==> config.mk <==
export PLATFORM = sky130hd
export DESIGN_NAME = demodTop
export DESIGN_NICKNAME = d
export VERILOG_FILES = /design/src/demodPkg.sv /design/src/demodCfgIf.sv /design/src/demodControl.sv /design/src/demodRegs.sv /design/src/demodTop.sv /design/src/freqDiscriminator.sv /design/src/lockDetector.sv
export SDC_FILE = /design/constraint.sdc
export NUM_CORES = 1
export LEC_CHECK = 0
export BUFFER_PORTS_ARGS = -buffer_cell sky130_fd_sc_hd__buf_4
export CAP_MARGIN = 20
export CORE_MARGIN = 4
export CORE_UTILIZATION = 35
export DETAILED_ROUTE_END_ITERATION = 10
export GPL_ROUTABILITY_DRIVEN = 0
export SLEW_MARGIN = 20
export SYNTH_ARGS = -nofsm -noshare
export SYNTH_HDL_FRONTEND = slang
export SYNTH_SLANG_ARGS = --single-unit
==> constraint.sdc <==
create_clock -name clk -period 7.4 [get_ports clk]
set_input_delay 1.48 -clock clk [delete_from_list [all_inputs] [get_ports clk]]
set_output_delay 1.48 -clock clk [all_outputs]
set_load 0.02 [all_outputs]
==> src/demodPkg.sv <==
package demodPkg;

    // Bus word and address types.
    typedef logic [11:0] regAddrT;
    typedef logic [31:0] regDataT;

    // Full scale of a phase sample is one turn, so differences wrap naturally.
    typedef logic [15:0] phaseT;
    typedef logic signed [15:0] freqT;

    // Alpha, threshold and the deviation peak all share this width.
    typedef logic [15:0] cfgWordT;

    typedef enum logic [1:0] {
        stIdle    = 2'd0,
        stAcquire = 2'd1,
        stTrack   = 2'd2
    } demodStateT;

    // Register map, one word apart.
    localparam regAddrT demodControlAddr   = 12'h000;
    localparam regAddrT demodDacSelectAddr = 12'h004;
    localparam regAddrT demodFalseLockAddr = 12'h008;
    localparam regAddrT demodStatusAddr    = 12'h00C;
    localparam regAddrT demodAmTcAddr      = 12'h010;
    localparam regAddrT demodFskDevAddr    = 12'h014;

endpackage

==> src/demodCfgIf.sv <==
`timescale 1ns/1ps

interface demodCfgIf;

    logic [3:0]             demodMode;
    demodPkg::cfgWordT      falseLockAlpha;
    demodPkg::cfgWordT      falseLockThreshold;
    logic                   demodLock;
    logic                   highFreqOffset;
    demodPkg::cfgWordT      fskDeviation;
    demodPkg::demodStateT   state;

    modport regs (
        output demodMode, falseLockAlpha, falseLockThreshold,
        input  demodLock, highFreqOffset, fskDeviation, state
    );

    modport ctrl (
        input  demodMode, demodLock,
        output state
    );

    modport lock (
        input  falseLockAlpha, falseLockThreshold,
        output demodLock, highFreqOffset
    );

endinterface

==> src/demodControl.sv <==
`timescale 1ns/1ps

module demodControl (
    input  logic    clk,
    input  logic    arstN,
    demodCfgIf.ctrl cfg,
    input  logic    controlWrite,
    output logic    run,
    output logic    clear
);

    demodPkg::demodStateT state;
    demodPkg::demodStateT stateNext;
    logic                 clearNext;

    assign cfg.state = state;
    assign run       = (state != demodPkg::stIdle);

    always_comb begin
        stateNext = state;
        clearNext = 1'b0;
        if (cfg.demodMode == 4'h0) begin
            stateNext = demodPkg::stIdle;
        end else if (controlWrite || state == demodPkg::stIdle) begin
            stateNext = demodPkg::stAcquire;
            clearNext = 1'b1;
        end else begin
            case (state)
                // Lock left over from before the clear is not trusted.
                demodPkg::stAcquire:
                    if (cfg.demodLock && !clear) stateNext = demodPkg::stTrack;
                demodPkg::stTrack:
                    if (!cfg.demodLock) stateNext = demodPkg::stAcquire;
                default:
                    stateNext = demodPkg::stIdle;
            endcase
        end
    end

    always_ff @(posedge clk or negedge arstN) begin
        if (!arstN) begin
            state <= demodPkg::stIdle;
            clear <= 1'b0;
        end else begin
            state <= stateNext;
            clear <= clearNext;
        end
    end

endmodule

==> src/demodRegs.sv <==
`timescale 1ns/1ps

module demodRegs (
    input  logic                clk,
    input  logic                arstN,
    input  demodPkg::regAddrT   addr,
    input  demodPkg::regDataT   dataIn,
    output demodPkg::regDataT   dataOut,
    input  logic                cs,
    input  logic                wr0,
    input  logic                wr1,
    input  logic                wr2,
    input  logic                wr3,
    demodCfgIf.regs             cfg,
    input  demodPkg::cfgWordT   fskDeviation,
    output logic                controlWrite,
    output logic [1:0]          bitsyncMode,
    output logic [3:0]          dac0Select,
    output logic [3:0]          dac1Select,
    output logic [3:0]          dac2Select,
    output logic [4:0]          amTC
);

    logic [3:0]         demodMode;
    demodPkg::cfgWordT  falseLockAlpha;
    demodPkg::cfgWordT  falseLockThreshold;

    assign cfg.demodMode          = demodMode;
    assign cfg.falseLockAlpha     = falseLockAlpha;
    assign cfg.falseLockThreshold = falseLockThreshold;

    // Each strobe writes only its own byte lane of the addressed register.
    always_ff @(posedge clk or negedge arstN) begin
        if (!arstN) begin
            demodMode          <= '0;
            bitsyncMode        <= '0;
            dac0Select         <= '0;
            dac1Select         <= '0;
            dac2Select         <= '0;
            falseLockAlpha     <= '0;
            falseLockThreshold <= '0;
            amTC               <= '0;
            controlWrite       <= 1'b0;
        end else begin
            controlWrite <= cs && wr0 && (addr == demodPkg::demodControlAddr);
            if (cs) begin
                if (wr0) begin
                    case (addr)
                        demodPkg::demodControlAddr:   demodMode <= dataIn[3:0];
                        demodPkg::demodDacSelectAddr: dac0Select <= dataIn[3:0];
                        demodPkg::demodFalseLockAddr: falseLockAlpha[7:0] <= dataIn[7:0];
                        demodPkg::demodAmTcAddr:      amTC <= dataIn[4:0];
                        default: ;
                    endcase
                end
                if (wr1) begin
                    case (addr)
                        demodPkg::demodDacSelectAddr: dac1Select <= dataIn[11:8];
                        demodPkg::demodFalseLockAddr: falseLockAlpha[15:8] <= dataIn[15:8];
                        default: ;
                    endcase
                end
                if (wr2) begin
                    case (addr)
                        demodPkg::demodControlAddr:   bitsyncMode <= dataIn[17:16];
                        demodPkg::demodDacSelectAddr: dac2Select <= dataIn[19:16];
                        demodPkg::demodFalseLockAddr: falseLockThreshold[7:0] <= dataIn[23:16];
                        default: ;
                    endcase
                end
                if (wr3) begin
                    if (addr == demodPkg::demodFalseLockAddr) begin
                        falseLockThreshold[15:8] <= dataIn[31:24];
                    end
                end
            end
        end
    end

    // The two bit-sync lock positions now carry the acquisition state.
    always_comb begin
        dataOut = '0;
        if (cs) begin
            case (addr)
                demodPkg::demodControlAddr:
                    dataOut = {14'h0, bitsyncMode, 12'h0, demodMode};
                demodPkg::demodDacSelectAddr:
                    dataOut = {12'h0, dac2Select, 4'h0, dac1Select, 4'h0, dac0Select};
                demodPkg::demodFalseLockAddr:
                    dataOut = {falseLockThreshold, falseLockAlpha};
                demodPkg::demodStatusAddr:
                    dataOut = {26'h0, cfg.state, 1'b0, cfg.highFreqOffset,
                               1'b0, cfg.demodLock};
                demodPkg::demodAmTcAddr:
                    dataOut = {27'h0, amTC};
                demodPkg::demodFskDevAddr:
                    dataOut = {16'h0, fskDeviation};
                default:
                    dataOut = '0;
            endcase
        end
    end

endmodule

==> src/demodTop.sv <==
`timescale 1ns/1ps

module demodTop (
    input  logic                clk,
    input  logic                arstN,
    input  demodPkg::regAddrT   addr,
    input  demodPkg::regDataT   dataIn,
    output demodPkg::regDataT   dataOut,
    input  logic                cs,
    input  logic                wr0,
    input  logic                wr1,
    input  logic                wr2,
    input  logic                wr3,
    input  logic                sampleValid,
    input  demodPkg::phaseT     phase,
    output logic [1:0]          bitsyncMode,
    output logic [3:0]          dac0Select,
    output logic [3:0]          dac1Select,
    output logic [3:0]          dac2Select,
    output logic [4:0]          amTC
);

    demodCfgIf cfgIf ();

    logic               controlWrite;
    logic               run;
    logic               clear;
    logic               freqValid;
    demodPkg::cfgWordT  freqMag;

    demodRegs i_regs (
        .clk          (clk),
        .arstN        (arstN),
        .addr         (addr),
        .dataIn       (dataIn),
        .dataOut      (dataOut),
        .cs           (cs),
        .wr0          (wr0),
        .wr1          (wr1),
        .wr2          (wr2),
        .wr3          (wr3),
        .cfg          (cfgIf.regs),
        .fskDeviation (cfgIf.fskDeviation),
        .controlWrite (controlWrite),
        .bitsyncMode  (bitsyncMode),
        .dac0Select   (dac0Select),
        .dac1Select   (dac1Select),
        .dac2Select   (dac2Select),
        .amTC         (amTC)
    );

    demodControl i_control (
        .clk          (clk),
        .arstN        (arstN),
        .cfg          (cfgIf.ctrl),
        .controlWrite (controlWrite),
        .run          (run),
        .clear        (clear)
    );

    freqDiscriminator i_freq (
        .clk          (clk),
        .arstN        (arstN),
        .run          (run),
        .clear        (clear),
        .sampleValid  (sampleValid),
        .phase        (phase),
        .freqValid    (freqValid),
        .fskDeviation (cfgIf.fskDeviation),
        .freqMag      (freqMag)
    );

    lockDetector i_lock (
        .clk          (clk),
        .arstN        (arstN),
        .clear        (clear),
        .freqValid    (freqValid),
        .freqMag      (freqMag),
        .cfg          (cfgIf.lock)
    );

endmodule

==> src/freqDiscriminator.sv <==
`timescale 1ns/1ps

module freqDiscriminator (
    input  logic                clk,
    input  logic                arstN,
    input  logic                run,
    input  logic                clear,
    input  logic                sampleValid,
    input  demodPkg::phaseT     phase,
    output logic                freqValid,
    output demodPkg::cfgWordT   fskDeviation,
    output demodPkg::cfgWordT   freqMag
);

    demodPkg::phaseT    prevPhase;
    logic               havePrev;
    demodPkg::freqT     freq;
    demodPkg::cfgWordT  freqAbs;

    // Modulo subtraction gives the shortest signed step around the circle.
    assign freq    = demodPkg::freqT'(phase - prevPhase);
    assign freqAbs = freq[15] ? demodPkg::cfgWordT'(-freq) : demodPkg::cfgWordT'(freq);

    always_ff @(posedge clk or negedge arstN) begin
        if (!arstN) begin
            havePrev     <= 1'b0;
            freqValid    <= 1'b0;
            fskDeviation <= '0;
        end else if (clear) begin
            havePrev     <= 1'b0;
            freqValid    <= 1'b0;
            fskDeviation <= '0;
        end else begin
            freqValid <= sampleValid && run && havePrev;
            if (sampleValid && run) begin
                havePrev <= 1'b1;
                if (havePrev && freqAbs > fskDeviation) begin
                    fskDeviation <= freqAbs;
                end
            end
        end
    end

    always_ff @(posedge clk) begin
        if (sampleValid && run) begin
            prevPhase <= phase;
            freqMag   <= freqAbs;
        end
    end

endmodule

==> src/lockDetector.sv <==
`timescale 1ns/1ps

module lockDetector (
    input  logic                clk,
    input  logic                arstN,
    input  logic                clear,
    input  logic                freqValid,
    input  demodPkg::cfgWordT   freqMag,
    demodCfgIf.lock             cfg
);

    demodPkg::cfgWordT  inCount;
    demodPkg::cfgWordT  outCount;
    demodPkg::cfgWordT  alphaEff;
    logic               inBand;
    logic               lockFlag;
    logic               offsetFlag;

    // Counters stick at full scale instead of wrapping.
    function automatic demodPkg::cfgWordT satInc(input demodPkg::cfgWordT count);
        return (&count) ? count : count + 16'd1;
    endfunction

    assign alphaEff = (cfg.falseLockAlpha == '0) ? 16'd1 : cfg.falseLockAlpha;
    assign inBand   = (freqMag <= cfg.falseLockThreshold);

    assign cfg.demodLock      = lockFlag;
    assign cfg.highFreqOffset = offsetFlag;

    always_ff @(posedge clk or negedge arstN) begin
        if (!arstN) begin
            inCount    <= '0;
            outCount   <= '0;
            lockFlag   <= 1'b0;
            offsetFlag <= 1'b0;
        end else if (clear) begin
            inCount    <= '0;
            outCount   <= '0;
            lockFlag   <= 1'b0;
            offsetFlag <= 1'b0;
        end else if (freqValid) begin
            if (inBand) begin
                inCount    <= satInc(inCount);
                outCount   <= '0;
                offsetFlag <= 1'b0;
                if (satInc(inCount) >= alphaEff) lockFlag <= 1'b1;
            end else begin
                outCount <= satInc(outCount);
                inCount  <= '0;
                lockFlag <= 1'b0;
                if (satInc(outCount) >= alphaEff) offsetFlag <= 1'b1;
            end
        end
    end

endmodule

Word level (Yosys, flattened, before mapping)
Index checks and enable logic that the tools add are counted.
Storage, ports and cells
  register bits: 143
  bits in latches: 0
  RAM bits: 0
  memory bits (read-only): 0
  input bits: 68
  output and inout bits: 51
  word-level logic and storage cells: 106
  memories: 0
Operators by class
  add/subtract/negate cells: 4
  $mul: 0
  divide/modulo/power cells: 0
  order comparisons: 4
  equality and inequality tests: 10
  shift-type cells: 0
  multiplexer cells: 33
  bitwise logic cells: 0
  reductions and logical operators: 33
Operators with widths (number)
  16-bit 2-to-1 mux: 13
  32-bit case mux with 6 select lines: 1
  16-bit by 1-bit adder with 16-bit output (second input constant): 2
  16-bit greater-or-equal comparator: 2
  32-bit 2-to-1 mux: 1
  16-bit AND reduction: 2
  3-bit AND reduction: 10
  12-bit by 4-bit equality test with 1-bit output (second input constant): 2
  12-bit by 5-bit equality test with 1-bit output (second input constant): 2
  16-bit > comparator: 1
  16-bit less-or-equal comparator: 1
  16-bit zero test: 1
  16-bit negator: 1
  16-bit subtractor: 1
  1-bit 2-to-1 mux: 13
  12-bit by 3-bit equality test with 1-bit output (second input constant): 1
  12-bit zero test: 1
  2-bit 2-to-1 mux: 4
  2-bit AND reduction: 4
  2-bit nonzero test: 4
  1-bit logical AND: 6
  4-bit zero test: 1
  4-bit by 1-bit inequality test with 1-bit output (second input constant): 1
  4-bit inequality test (second input constant): 1
  other kinds (8): 8

Longest topological paths before layout
Gate-level depths: netlist of the first run.
  depth after elaboration: 8
  gate-level depth with buffers: 21
  depth with buffers taken out: 20

Cells and area by module
Synthesis of the first run repeated with hierarchy kept, for this count alone.
Unflattened totals
  cells, all modules: 1028
  area, all modules: 10018.4 sq um
By module, submodules not included
  freqDiscriminator: instances 1, cells an instance 360, area each 3544.6 sq um, seq. area each 1411.4 sq um
  lockDetector: instances 1, cells an instance 428, area each 3504.6 sq um, seq. area each 850.8 sq um
  demodRegs: instances 1, cells an instance 226, area each 2813.9 sq um, seq. area each 1401.3 sq um
  demodControl: instances 1, cells an instance 14, area each 155.1 sq um, seq. area each 75.1 sq um

Worst setup path before layout of the first run
OpenSTA, ideal clock, no wires.
  path kind: in2reg
  start point: input phase[0]
  end point: register i_freq.fskDeviation[1]
  setup time: 0.094 ns
  arrival: 5.655 ns
  required time: 7.306 ns
  slack: 1.651 ns
  cell stages on the path: 19
  buffers on the path: 1
  cell sequence: inv_1 -> ha_1 -> inv_1 -> fa_1 -> a21o_1 -> a2111oi_2 -> nor2_1 -> a311oi_4 -> nand4_1 -> o31ai_2 -> xnor2_1 -> ha_1 -> and4_1 -> a2111oi_0 -> o311ai_0 -> o311ai_1 -> clkbuf_1 -> nor2_1 -> a211oi_1
On the way
  longest elaborated chain between the ends: 7
  elaborated cells on any way between the ends: 10
  those cells by class: add/sub (2); order compare (1); mux (4); reduce/logical (3)
Ends and longest elaborated chain
  start, declared: RTL line demodTop.sv:15  | input demodPkg::phaseT phase,
  16-bit subtractor *: RTL line freqDiscriminator.sv:21  | assign freq = demodPkg::freqT'(phase - prevPhase);
  16-bit negator: RTL line freqDiscriminator.sv:22  | assign freqAbs = freq[15] ? demodPkg::cfgWordT'(-freq) : demodPkg::cfgWordT'(freq);
  16-bit 2-to-1 mux *: RTL line freqDiscriminator.sv:22
  via i_freq.freqAbs[13]: RTL line freqDiscriminator.sv:18  | demodPkg::cfgWordT freqAbs;
  16-bit > comparator *: RTL line freqDiscriminator.sv:37  | if (havePrev && freqAbs > fskDeviation) begin
  1-bit logical AND *: RTL line freqDiscriminator.sv:37
  2-bit nonzero test (no line) *
  2-bit AND reduction (no line) *
  end signal, assigned: RTL line freqDiscriminator.sv:38  | fskDeviation <= freqAbs;
  end, declared: RTL line freqDiscriminator.sv:11  | output demodPkg::cfgWordT fskDeviation,
Mark *: on every way through the listed nets, which the timed path passes. The rest lies on a longest branch. The select of a mux whose other input is x is not followed.
A chain may end at the register's enable or synchronous reset.

Worst setup path after layout of the first run
  start point: input phase[0]
  end point: register i_freq.fskDeviation[3]
Same word-level chain as after synthesis.

==> impl_metrics.json, run 1 <==
{
  "worstPathRequired_ps": 7690,
  "syn-num-nets": 1143,
  "cts.sinks": 143,
  "via_per_inst": 5.47,
  "start_util_pct": 35.6,
  "slew_viol_final": 0,
  "crit_path_cell_trace": "buf_4, inv_1, ha_1, inv_1, fa_1, a21o_1, a2111oi_2, nor2_1, a311oi_4, nand4_1, o31ai_2, xnor2_1, ha_1, and4_1, nand3_1, o311ai_0, o311ai_2, buf_4, nor3b_1, a211oi_1",
  "finalCriticalPeriod_ps": 5830,
  "path_class": "input port to register",
  "drc_errors": 0,
  "path_buf_inv": 4,
  "relSlewSlack_pct": 31.8,
  "async_flop_share_pct": 77.6,
  "dp_hpwl_um": 19900,
  "peakVddDrop_mv": 0.150,
  "end_kind": "register",
  "avgSynthCellArea_um2": 9.70,
  "synth-seq-cells": 143,
  "chipHeight_um": 174,
  "dp_slack_ps": 1160,
  "setup_tns_ps": 0,
  "crit_arrival_ps": 6120,
  "grt_pass1_vias": 7598,
  "globalRouteTotalUtil_pct": 16.8,
  "ctsResizeCount": 0,
  "synth_warnings": 0,
  "yosysSeqAreaShare_pct": 38.9,
  "timing.final.ws_setup_ps": 1570,
  "outcome": "finished clean",
  "portBuffers": 118,
  "startpoint_type": "input port",
  "cp_slowest_cell": "o311ai_0",
  "htreeDepth": 4,
  "yosys.area.top_type_share_pct": 28.9,
  "synth_cell_types": 75,
  "worst_pin_slew_ps": 1010,
  "postCtsHoldBufs": 0,
  "synth.most_common_cell": "dfrtp_1",
  "clockBufferDepth": 2,
  "drtIter0Drc": 633,
  "overflow": 0,
  "rows": 60,
  "hold_path_class": "register to register",
  "fmax_ghz": 0.171,
  "cp_max_fo": 25,
  "synth_edf_count": 32,
  "core_um2": 27000,
  "path_clk_slew_ps": 60,
  "antenna_found_initial": 0,
  "syn_area_um2": 9620,
  "drive_gt1_share_pct": 21.2,
  "hold_viol": 0,
  "clock_latency_ps": 430,
  "drv_cap": 0,
  "rsz0062_at_grt": "false",
  "fillerInstances": 2629,
  "diodes": 0,
  "p_per_area_nw_per_um2": 170,
  "cp_slowest_stage_delay_ps": 560,
  "grt_pass1_wl_um": 41200,
  "die_area_um2": 30200,
  "nNetsFinal": 1253,
  "cts_buffers": 17,
  "syn_inst": 992,
  "cts_tree": "done",
  "power.leakage_nw": 5.35,
  "synthTopCellsByArea": "dfrtp_1 29%, ha_1 11%, edfxtp_1 10%",
  "setup_viol": 0,
  "cp_top_family": "compound AO/OA/AOI/OAI gates",
  "final_antenna_net_count": 0,
  "drt_wl_total_um": 26000,
  "io_pins": 119,
  "final.period_utilization_pct": 78.8,
  "synth_ff_type": "dfrtp_1",
  "synthTopCellsByCount": "111 x dfrtp_1, 82 x ha_1, 77 x inv_1, 68 x nand2_1, 59 x a21oi_1",
  "grt_max_degree": 71,
  "fin_worst_skew_ps": 13.7,
  "dr.pass1.iters": 5,
  "clock-root-buffer": "clkbuf_16",
  "power_w": 0.00195,
  "via_count": 7964,
  "die_w_um": 174,
  "postCtsSetupRepairBufs": 0,
  "syn2layout_area_growth_pct": 19.1,
  "yosysTopAreaCell": "dfrtp_1",
  "post_drt_wl_per_cell_um": 17.8
}
[per-layer routing]
layer | global-route usage (%) | vias up | routed length [um]
met2 | 25.9 | 235 | 11900
met5 | 0 | - | 0
met4 | 5.08 | 0 | 418
li1 | - | 3878 | -
met1 | 23.9 | 3828 | 12000
met3 | 3.51 | 23 | 1600
[registers in the layout, indices dropped and copies added (netlist names), 2 cells and up]
signal	cells
i_control.cfg.state	2
i_regs.dac2Select	4
i_regs.cfg.falseLockThreshold	16
i_regs.cfg.demodMode	4
i_regs.dac0Select	4
i_regs.amTC	5
i_lock.inCount	16
i_regs.cfg.falseLockAlpha	16
i_regs.bitsyncMode	2
i_freq.freqMag	16
i_freq.fskDeviation	16
i_regs.dac1Select	4
i_lock.outCount	16
i_freq.prevPhase	16
[final timing paths]
| kind | from | depth (start not counted) | slack [ps] | endpoint |
|---|---|---|---|---|
| setup / recovery | phase[0] | 20 | 1570 | i_freq.fskDeviation[3] |
| hold / removal | i_freq.havePrev | 2 | 500 | i_freq.havePrev |
| setup reg to reg | i_freq.prevPhase[0] | 18 | 2470 | i_freq.fskDeviation[3] |
| hold reg to reg | i_freq.havePrev | 2 | 500 | i_freq.havePrev |
| max in group asynchronous | arstN | 2 | 5020 | i_freq.fskDeviation[1] |
| min in group asynchronous | arstN | 1 | 1050 | i_lock.inCount[1] |
[worst min-delay path: stages, from the launching register on]
cell,delay [ps]
dfrtp_1,340
nor2_1,50
nor2_1,70
[kinds of logic after synthesis]
group	Yosys count	share of synthesized area [%]
AOI/OAI and AO/OA	231	17.3
and+or+nand+nor	314	16.8
xor gates and xnor gates	42	3.90
buffers and inverters	114	4.70
DFF	143	38.9
adders and majority gates	83	10.9
muxes	65	7.52
[stage by stage]
stage / std cells / util (%) / area, um2 / hold WS (ps)
2_1_floorplan: 992 / - / 9620 / 434
6_report: 1456 / 42.4 / 11500 / 498
3_3_place_gp: 1424 / 40.2 / 10900 / 480
5_1_grt: 1456 / 42.4 / 11500 / 516
4_1_cts: 1456 / 42.4 / 11500 / 494
3_5_place_dp: 1424 / 40.2 / 10900 / 468
[layout by cell type, fill, tap and decap left out, types with 10 or more instances in the layout]
| cell type | netlist | final |
|---|---|---|
| nand4_1 | 17 | 17 |
| xnor2_1 | 25 | 25 |
| dfrtp_1 | 111 | 111 |
| edfxtp_1 | 32 | 32 |
| xor2_1 | 16 | 16 |
| a21o_1 | 15 | 15 |
| a21oi_1 | 59 | 59 |
| a22oi_1 | 10 | 10 |
| o21ai_0 | 27 | 27 |
| inv_1 | 77 | 77 |
| a31oi_1 | 20 | 20 |
| nor3_1 | 26 | 26 |
| nand2b_1 | 13 | 13 |
| and3_1 | 40 | 40 |
| o211ai_1 | 11 | 11 |
| clkbuf_16 | 0 | 17 |
| nor2b_1 | 17 | 16 |
| buf_4 | 0 | 127 |
| o21a_1 | 15 | 15 |
| nor2_1 | 57 | 56 |
| nand3_1 | 35 | 35 |
| mux2_2 | 58 | 58 |
| nand2_1 | 68 | 68 |
| ha_1 | 82 | 82 |
[power by group]
| group | switching (W) | internal, W | total [W] |
|---|---|---|---|
| Clock | 0.000363 | 0.000513 | 0.000876 |
| Sequential | 0.0000139 | 0.000822 | 0.000836 |
| Combinational | 0.000136 | 0.0000994 | 0.000236 |
[layout make-up]
class	instances	area, um2	area share, %
Multi-Input combinational cell	735	5450	47.6
Sequential cell	143	3740	32.6
Timing Repair Buffer	127	953	8.33
Clock buffer	19	443	3.87
Tap cell	341	427	3.73
Inverter	78	293	2.56
Clock inverter	13	151	1.32
Note: power is estimated with default switching activity, not from simulation.
==> run 2, diff against run 1 <==
==> constraint.sdc (replaced) <==
create_clock -name clk -period 5.64 [get_ports clk]
set_input_delay 1.128 -clock clk [delete_from_list [all_inputs] [get_ports clk]]
set_output_delay 1.128 -clock clk [all_outputs]
set_load 0.02 [all_outputs]
==> run 2 against run 1 <==
  * Count of clock-buffer cells in the layout is 1 lower
  * Clock power grew 30%
  * Largest cell class unchanged
  * First-iteration DRC count decreased by 14%
==> impl_metrics.json, run 2 (synthesis results as in run 1) <==
{
  "worstPathRequired_ps": 5940,
  "drc_errors": 0,
  "clock_latency_ps": 430,
  "antenna_found_initial": 0,
  "via_count": 8116,
  "fmax_ghz": 0.191,
  "placedCellCount": 1442,
  "clockBufferDepth": 2,
  "setup_viol": 0,
  "die_area_um2": 30200,
  "portBuffers": 118,
  "final.period_utilization_pct": 92.7,
  "fin_worst_skew_ps": 15.3,
  "cts.sinks": 143,
  "fillerInstances": 2633,
  "syn2layout_area_growth_pct": 20.5,
  "cts_buffers": 17,
  "end_kind": "register",
  "dpl-instance-area_um2": 11000,
  "peakVddDrop_mv": 0.229,
  "clock-root-buffer": "clkbuf_16",
  "slew_viol_final": 0,
  "diodes": 0,
  "path_buf_inv": 4,
  "hold_path_class": "register to register",
  "crit_path_cell_trace": "buf_4, inv_1, ha_1, inv_1, fa_1, a21o_1, a2111oi_2, nor2_1, a311oi_4, nand4_1, o31ai_2, xnor2_1, ha_1, and4_1, a2111oi_0, o311ai_1, o311ai_2, buf_12, mux2i_1, nor2_1",
  "cts_tree": "done",
  "design_area_um2": 11600,
  "cp_slowest_stage_delay_ps": 420,
  "htreeDepth": 4,
  "worst_pin_slew_ps": 1020,
  "grt_max_degree": 65,
  "power.leakage_nw": 5.43,
  "finalCriticalPeriod_ps": 5230,
  "layout_commonest_cell": "buf_4",
  "drv_cap": 0,
  "dp_hpwl_um": 20200,
  "grt_pass1_vias": 7832,
  "core_um2": 27000,
  "rsz0062_at_grt": "false",
  "nNetsFinal": 1271,
  "cp_slowest_cell": "a2111oi_0",
  "seq_area_um2": 3740,
  "globalRouteTotalUtil_pct": 17.3,
  "hold_viol": 0,
  "post_drt_wl_per_cell_um": 17.9,
  "drive_gt1_share_pct": 22.5,
  "startpoint_type": "input port",
  "drtIter0Drc": 542,
  "chipHeight_um": 174,
  "cp_max_fo": 24,
  "rows": 60,
  "final_antenna_net_count": 0,
  "fin_cells": 1474,
  "relSlewSlack_pct": 31.2,
  "die_w_um": 174,
  "io_pins": 119,
  "dr.pass1.iters": 7,
  "start_util_pct": 35.6,
  "drt_wl_total_um": 26400,
  "multi_input_area_um2": 5450,
  "p_per_area_nw_per_um2": 223,
  "final_cell_mix": "144 x buf_4, 111 x dfrtp_1, 82 x ha_1, 77 x inv_1, 68 x nand2_1",
  "grt_pass1_wl_um": 42500,
  "path_clk_slew_ps": 70,
  "via_per_inst": 5.51,
  "path_class": "input port to register",
  "overflow": 0,
  "crit_arrival_ps": 5530,
  "cp_top_family": "compound AO/OA/AOI/OAI gates",
  "outcome": "finished clean"
}
-- run 2: changes by cell type in the layout (fill, tap and decap cells not counted), sizes merged --
cell and change:
clkinvlp +2, clkbuf -1, bufinv -1, inv +5, buf +18, clkinv -5
-- run 2: cell type report --
type / instances / area share [%]
Sequential cell: 143 / 32.3
Inverter: 78 / 2.53
Multi-Input combinational cell: 735 / 47.0
Tap cell: 341 / 3.68
Timing Repair Buffer: 145 / 9.50
Clock inverter: 14 / 1.24
Clock buffer: 18 / 3.79
-- run 2: final timing paths --
kind                                     startpoint                                 to  slack [ps]  depth (start not counted)
max in group asynchronous                     arstN  i_regs.cfg.falseLockThreshold[14]        3620                          2
min in group asynchronous                     arstN      i_regs.cfg.falseLockAlpha[12]         830                          1
worst min register to register  i_regs.controlWrite             i_control.cfg.state[1]         460                          1
worst min-delay path            i_regs.controlWrite             i_control.cfg.state[1]         460                          1
worst max register to register  i_freq.prevPhase[0]             i_freq.fskDeviation[0]         950                         18
worst max-delay path                       phase[0]             i_freq.fskDeviation[0]         410                         20
-- run 2: per-stage QoR --
step	power, W	hold WS [ps]	utilization (%)	setup slack (ps)	setup TNS [ps]
2_1_floorplan	0.00130	434	-	243	0
3_3_place_gp	0.00145	451	40.7	-19.1	-19.1
3_5_place_dp	0.00145	451	40.7	-133	-983
4_1_cts	0.00260	461	42.9	332	0
5_1_grt	0.00270	496	42.9	96.8	0
6_report	0.00258	461	42.9	409	0
-- run 2: what timing repair did --
item | CTS | global route
endpoints found under the setup margin | 0 | 2
hold buffers | 0 | 0
buffers inserted | 0 | 0
gates resized for setup | 0 | 1
endpoints found under the hold margin | 0 | 0
-- run 2: power by group --
part | switching, W | leakage [nW] | internal [W]
combinational | 0.000191 | 3.34 | 0.000152
sequential | 0.0000172 | 1.81 | 0.00108
clock | 0.000506 | 0.285 | 0.000636
-- run 2: per-layer routing --
metal	up-vias	global-route usage, %	share of wire (%)
li1	3910	-	-
met1	3958	24.1	47
met2	218	27.2	46
met3	30	3.10	4.5
met4	0	5.91	2.0
met5	-	0	0
==> run 3, diff against run 2 <==
--- a/config.mk
+++ b/config.mk
@@ -11,6 +11,7 @@
 export CORE_UTILIZATION = 35
 export DETAILED_ROUTE_END_ITERATION = 10
 export GPL_ROUTABILITY_DRIVEN = 0
+export SKIP_CTS_REPAIR_TIMING = 1
 export SLEW_MARGIN = 20
 export SYNTH_ARGS = -nofsm -noshare
 export SYNTH_HDL_FRONTEND = slang
==> constraint.sdc (replaced) <==
create_clock -name clk -period 5.52 [get_ports clk]
set_input_delay 1.104 -clock clk [delete_from_list [all_inputs] [get_ports clk]]
set_output_delay 1.104 -clock clk [all_outputs]
set_load 0.02 [all_outputs]
==> run 3 against run 2 <==
  * Clock skew fell by 1.7 ps
  * Routed wire length is essentially flat
  * Count of clock-buffer cells in the layout shrank 1
  * Critical path type unchanged
==> impl_metrics.json, run 3 (synthesis results as in run 1) <==
{
  "nNetsFinal": 1287,
  "syn2layout_area_growth_pct": 22.0,
  "crit_arrival_ps": 5550,
  "rows": 60,
  "layout_commonest_cell": "buf_4",
  "end_kind": "register",
  "chipHeight_um": 174,
  "portBuffers": 118,
  "startpoint_type": "input port",
  "final_antenna_net_count": 0,
  "drc_errors": 0,
  "fin_cells": 1490,
  "power_w": 0.00264,
  "grt_pass1_vias": 7787,
  "worstPathRequired_ps": 5820,
  "placedCellCount": 1456,
  "io_pins": 119,
  "hold_path_class": "register to register",
  "drt_wl_total_um": 26400,
  "hold_viol": 0,
  "die_w_um": 174,
  "via_per_inst": 5.47,
  "grt_pass1_wl_um": 42100,
  "crit_path_frequent_cell": "buf_4",
  "fin_worst_skew_ps": 13.6,
  "dpl-instance-area_um2": 11100,
  "clock_latency_ps": 440,
  "design_area_um2": 11700,
  "peakVddDrop_mv": 0.185,
  "p_per_area_nw_per_um2": 225,
  "finalCriticalPeriod_ps": 5250,
  "outcome": "finished clean",
  "htreeDepth": 4,
  "fillerInstances": 2640,
  "post_drt_wl_per_cell_um": 17.7,
  "clockBufferDepth": 2,
  "drtIter0Drc": 689,
  "path_class": "input port to register",
  "cp_slowest_cell": "fa_1",
  "die_area_um2": 30200,
  "slew_viol_final": 0,
  "antenna_found_initial": 0,
  "dp_hpwl_um": 20300,
  "globalRouteTotalUtil_pct": 17.2,
  "clock-root-buffer": "clkbuf_16",
  "cp_max_fo": 6,
  "start_util_pct": 35.6,
  "cp_slowest_stage_delay_ps": 420,
  "rsz0062_at_grt": "false",
  "worst_pin_slew_ps": 1200,
  "dr.pass1.iters": 5,
  "grt_max_degree": 77,
  "via_count": 8148,
  "core_um2": 27000,
  "cp_top_family": "compound AO/OA/AOI/OAI gates",
  "setup_viol": 0,
  "relSlewSlack_pct": 19.1,
  "path_buf_inv": 7,
  "overflow": 0,
  "drv_cap": 0,
  "fmax_ghz": 0.191,
  "drive_gt1_share_pct": 23.8,
  "power.leakage_nw": 5.52,
  "diodes": 0,
  "cts_buffers": 17,
  "cts.sinks": 143,
  "utilization_pct": 43.4,
  "final.period_utilization_pct": 95.1,
  "cts_tree": "done",
  "final_cell_mix": "157 x buf_4, 111 x dfrtp_1, 82 x ha_1, 77 x inv_1, 68 x nand2_1",
  "path_clk_slew_ps": 70
}
==> run 3: metrics by stage <==
| stage | setup WS (ps) | hold WS [ps] | setup TNS [ps] |
|---|---|---|---|
| 2_1_floorplan | 147 | 434 | 0 |
| 3_3_place_gp | -66.3 | 449 | -86.8 |
| 3_5_place_dp | -154 | 459 | -1160 |
| 4_1_cts | 279 | 466 | 0 |
| 5_1_grt | 17.5 | 506 | 0 |
| 6_report | 273 | 467 | 0 |
==> run 3: path summary, 6_finish.rpt <==
| check | from | endpoint | slack [ps] | cells past startpoint |
|---|---|---|---|---|
| max reg2reg | i_freq.prevPhase[0] | i_freq.fskDeviation[0] | 750 | 23 |
| min | i_regs.controlWrite | i_control.cfg.state[1] | 470 | 1 |
| min in group asynchronous | arstN | i_regs.cfg.falseLockAlpha[12] | 710 | 1 |
| min reg2reg | i_regs.controlWrite | i_control.cfg.state[1] | 470 | 1 |
| max | phase[0] | i_freq.fskDeviation[0] | 270 | 25 |
| max in group asynchronous | arstN | i_regs.amTC[4] | 3870 | 2 |
==> run 3: routing by layer <==
layer / vias up / global-route usage (%) / wire length (um)
met1: 3917 / 23.8 / 12200
met4: 0 / 5.77 / 557
li1: 3942 / - / -
met2: 260 / 27.1 / 12200
met3: 29 / 3.27 / 1500
met5: - / 0 / 0
==> run 3: cell type report <==
cell class                 count  area, um2  share of cell area (%)
tap                          341        427                    3.64
sequential                   143       3740                    31.9
clock buffer                  17        425                    3.62
inverter                      78        293                    2.49
timing repair buffer         161       1240                    10.5
multi-input combinational    735       5470                    46.6
clock inverter                15        149                    1.27
==> run 3: power breakdown <==
group / internal, W / total, W / leakage (nW) / switching (W)
clock network: 0.000637 / 0.00116 / 0.286 / 0.000519
registers: 0.00110 / 0.00112 / 1.81 / 0.0000166
logic: 0.000167 / 0.000365 / 3.43 / 0.000198
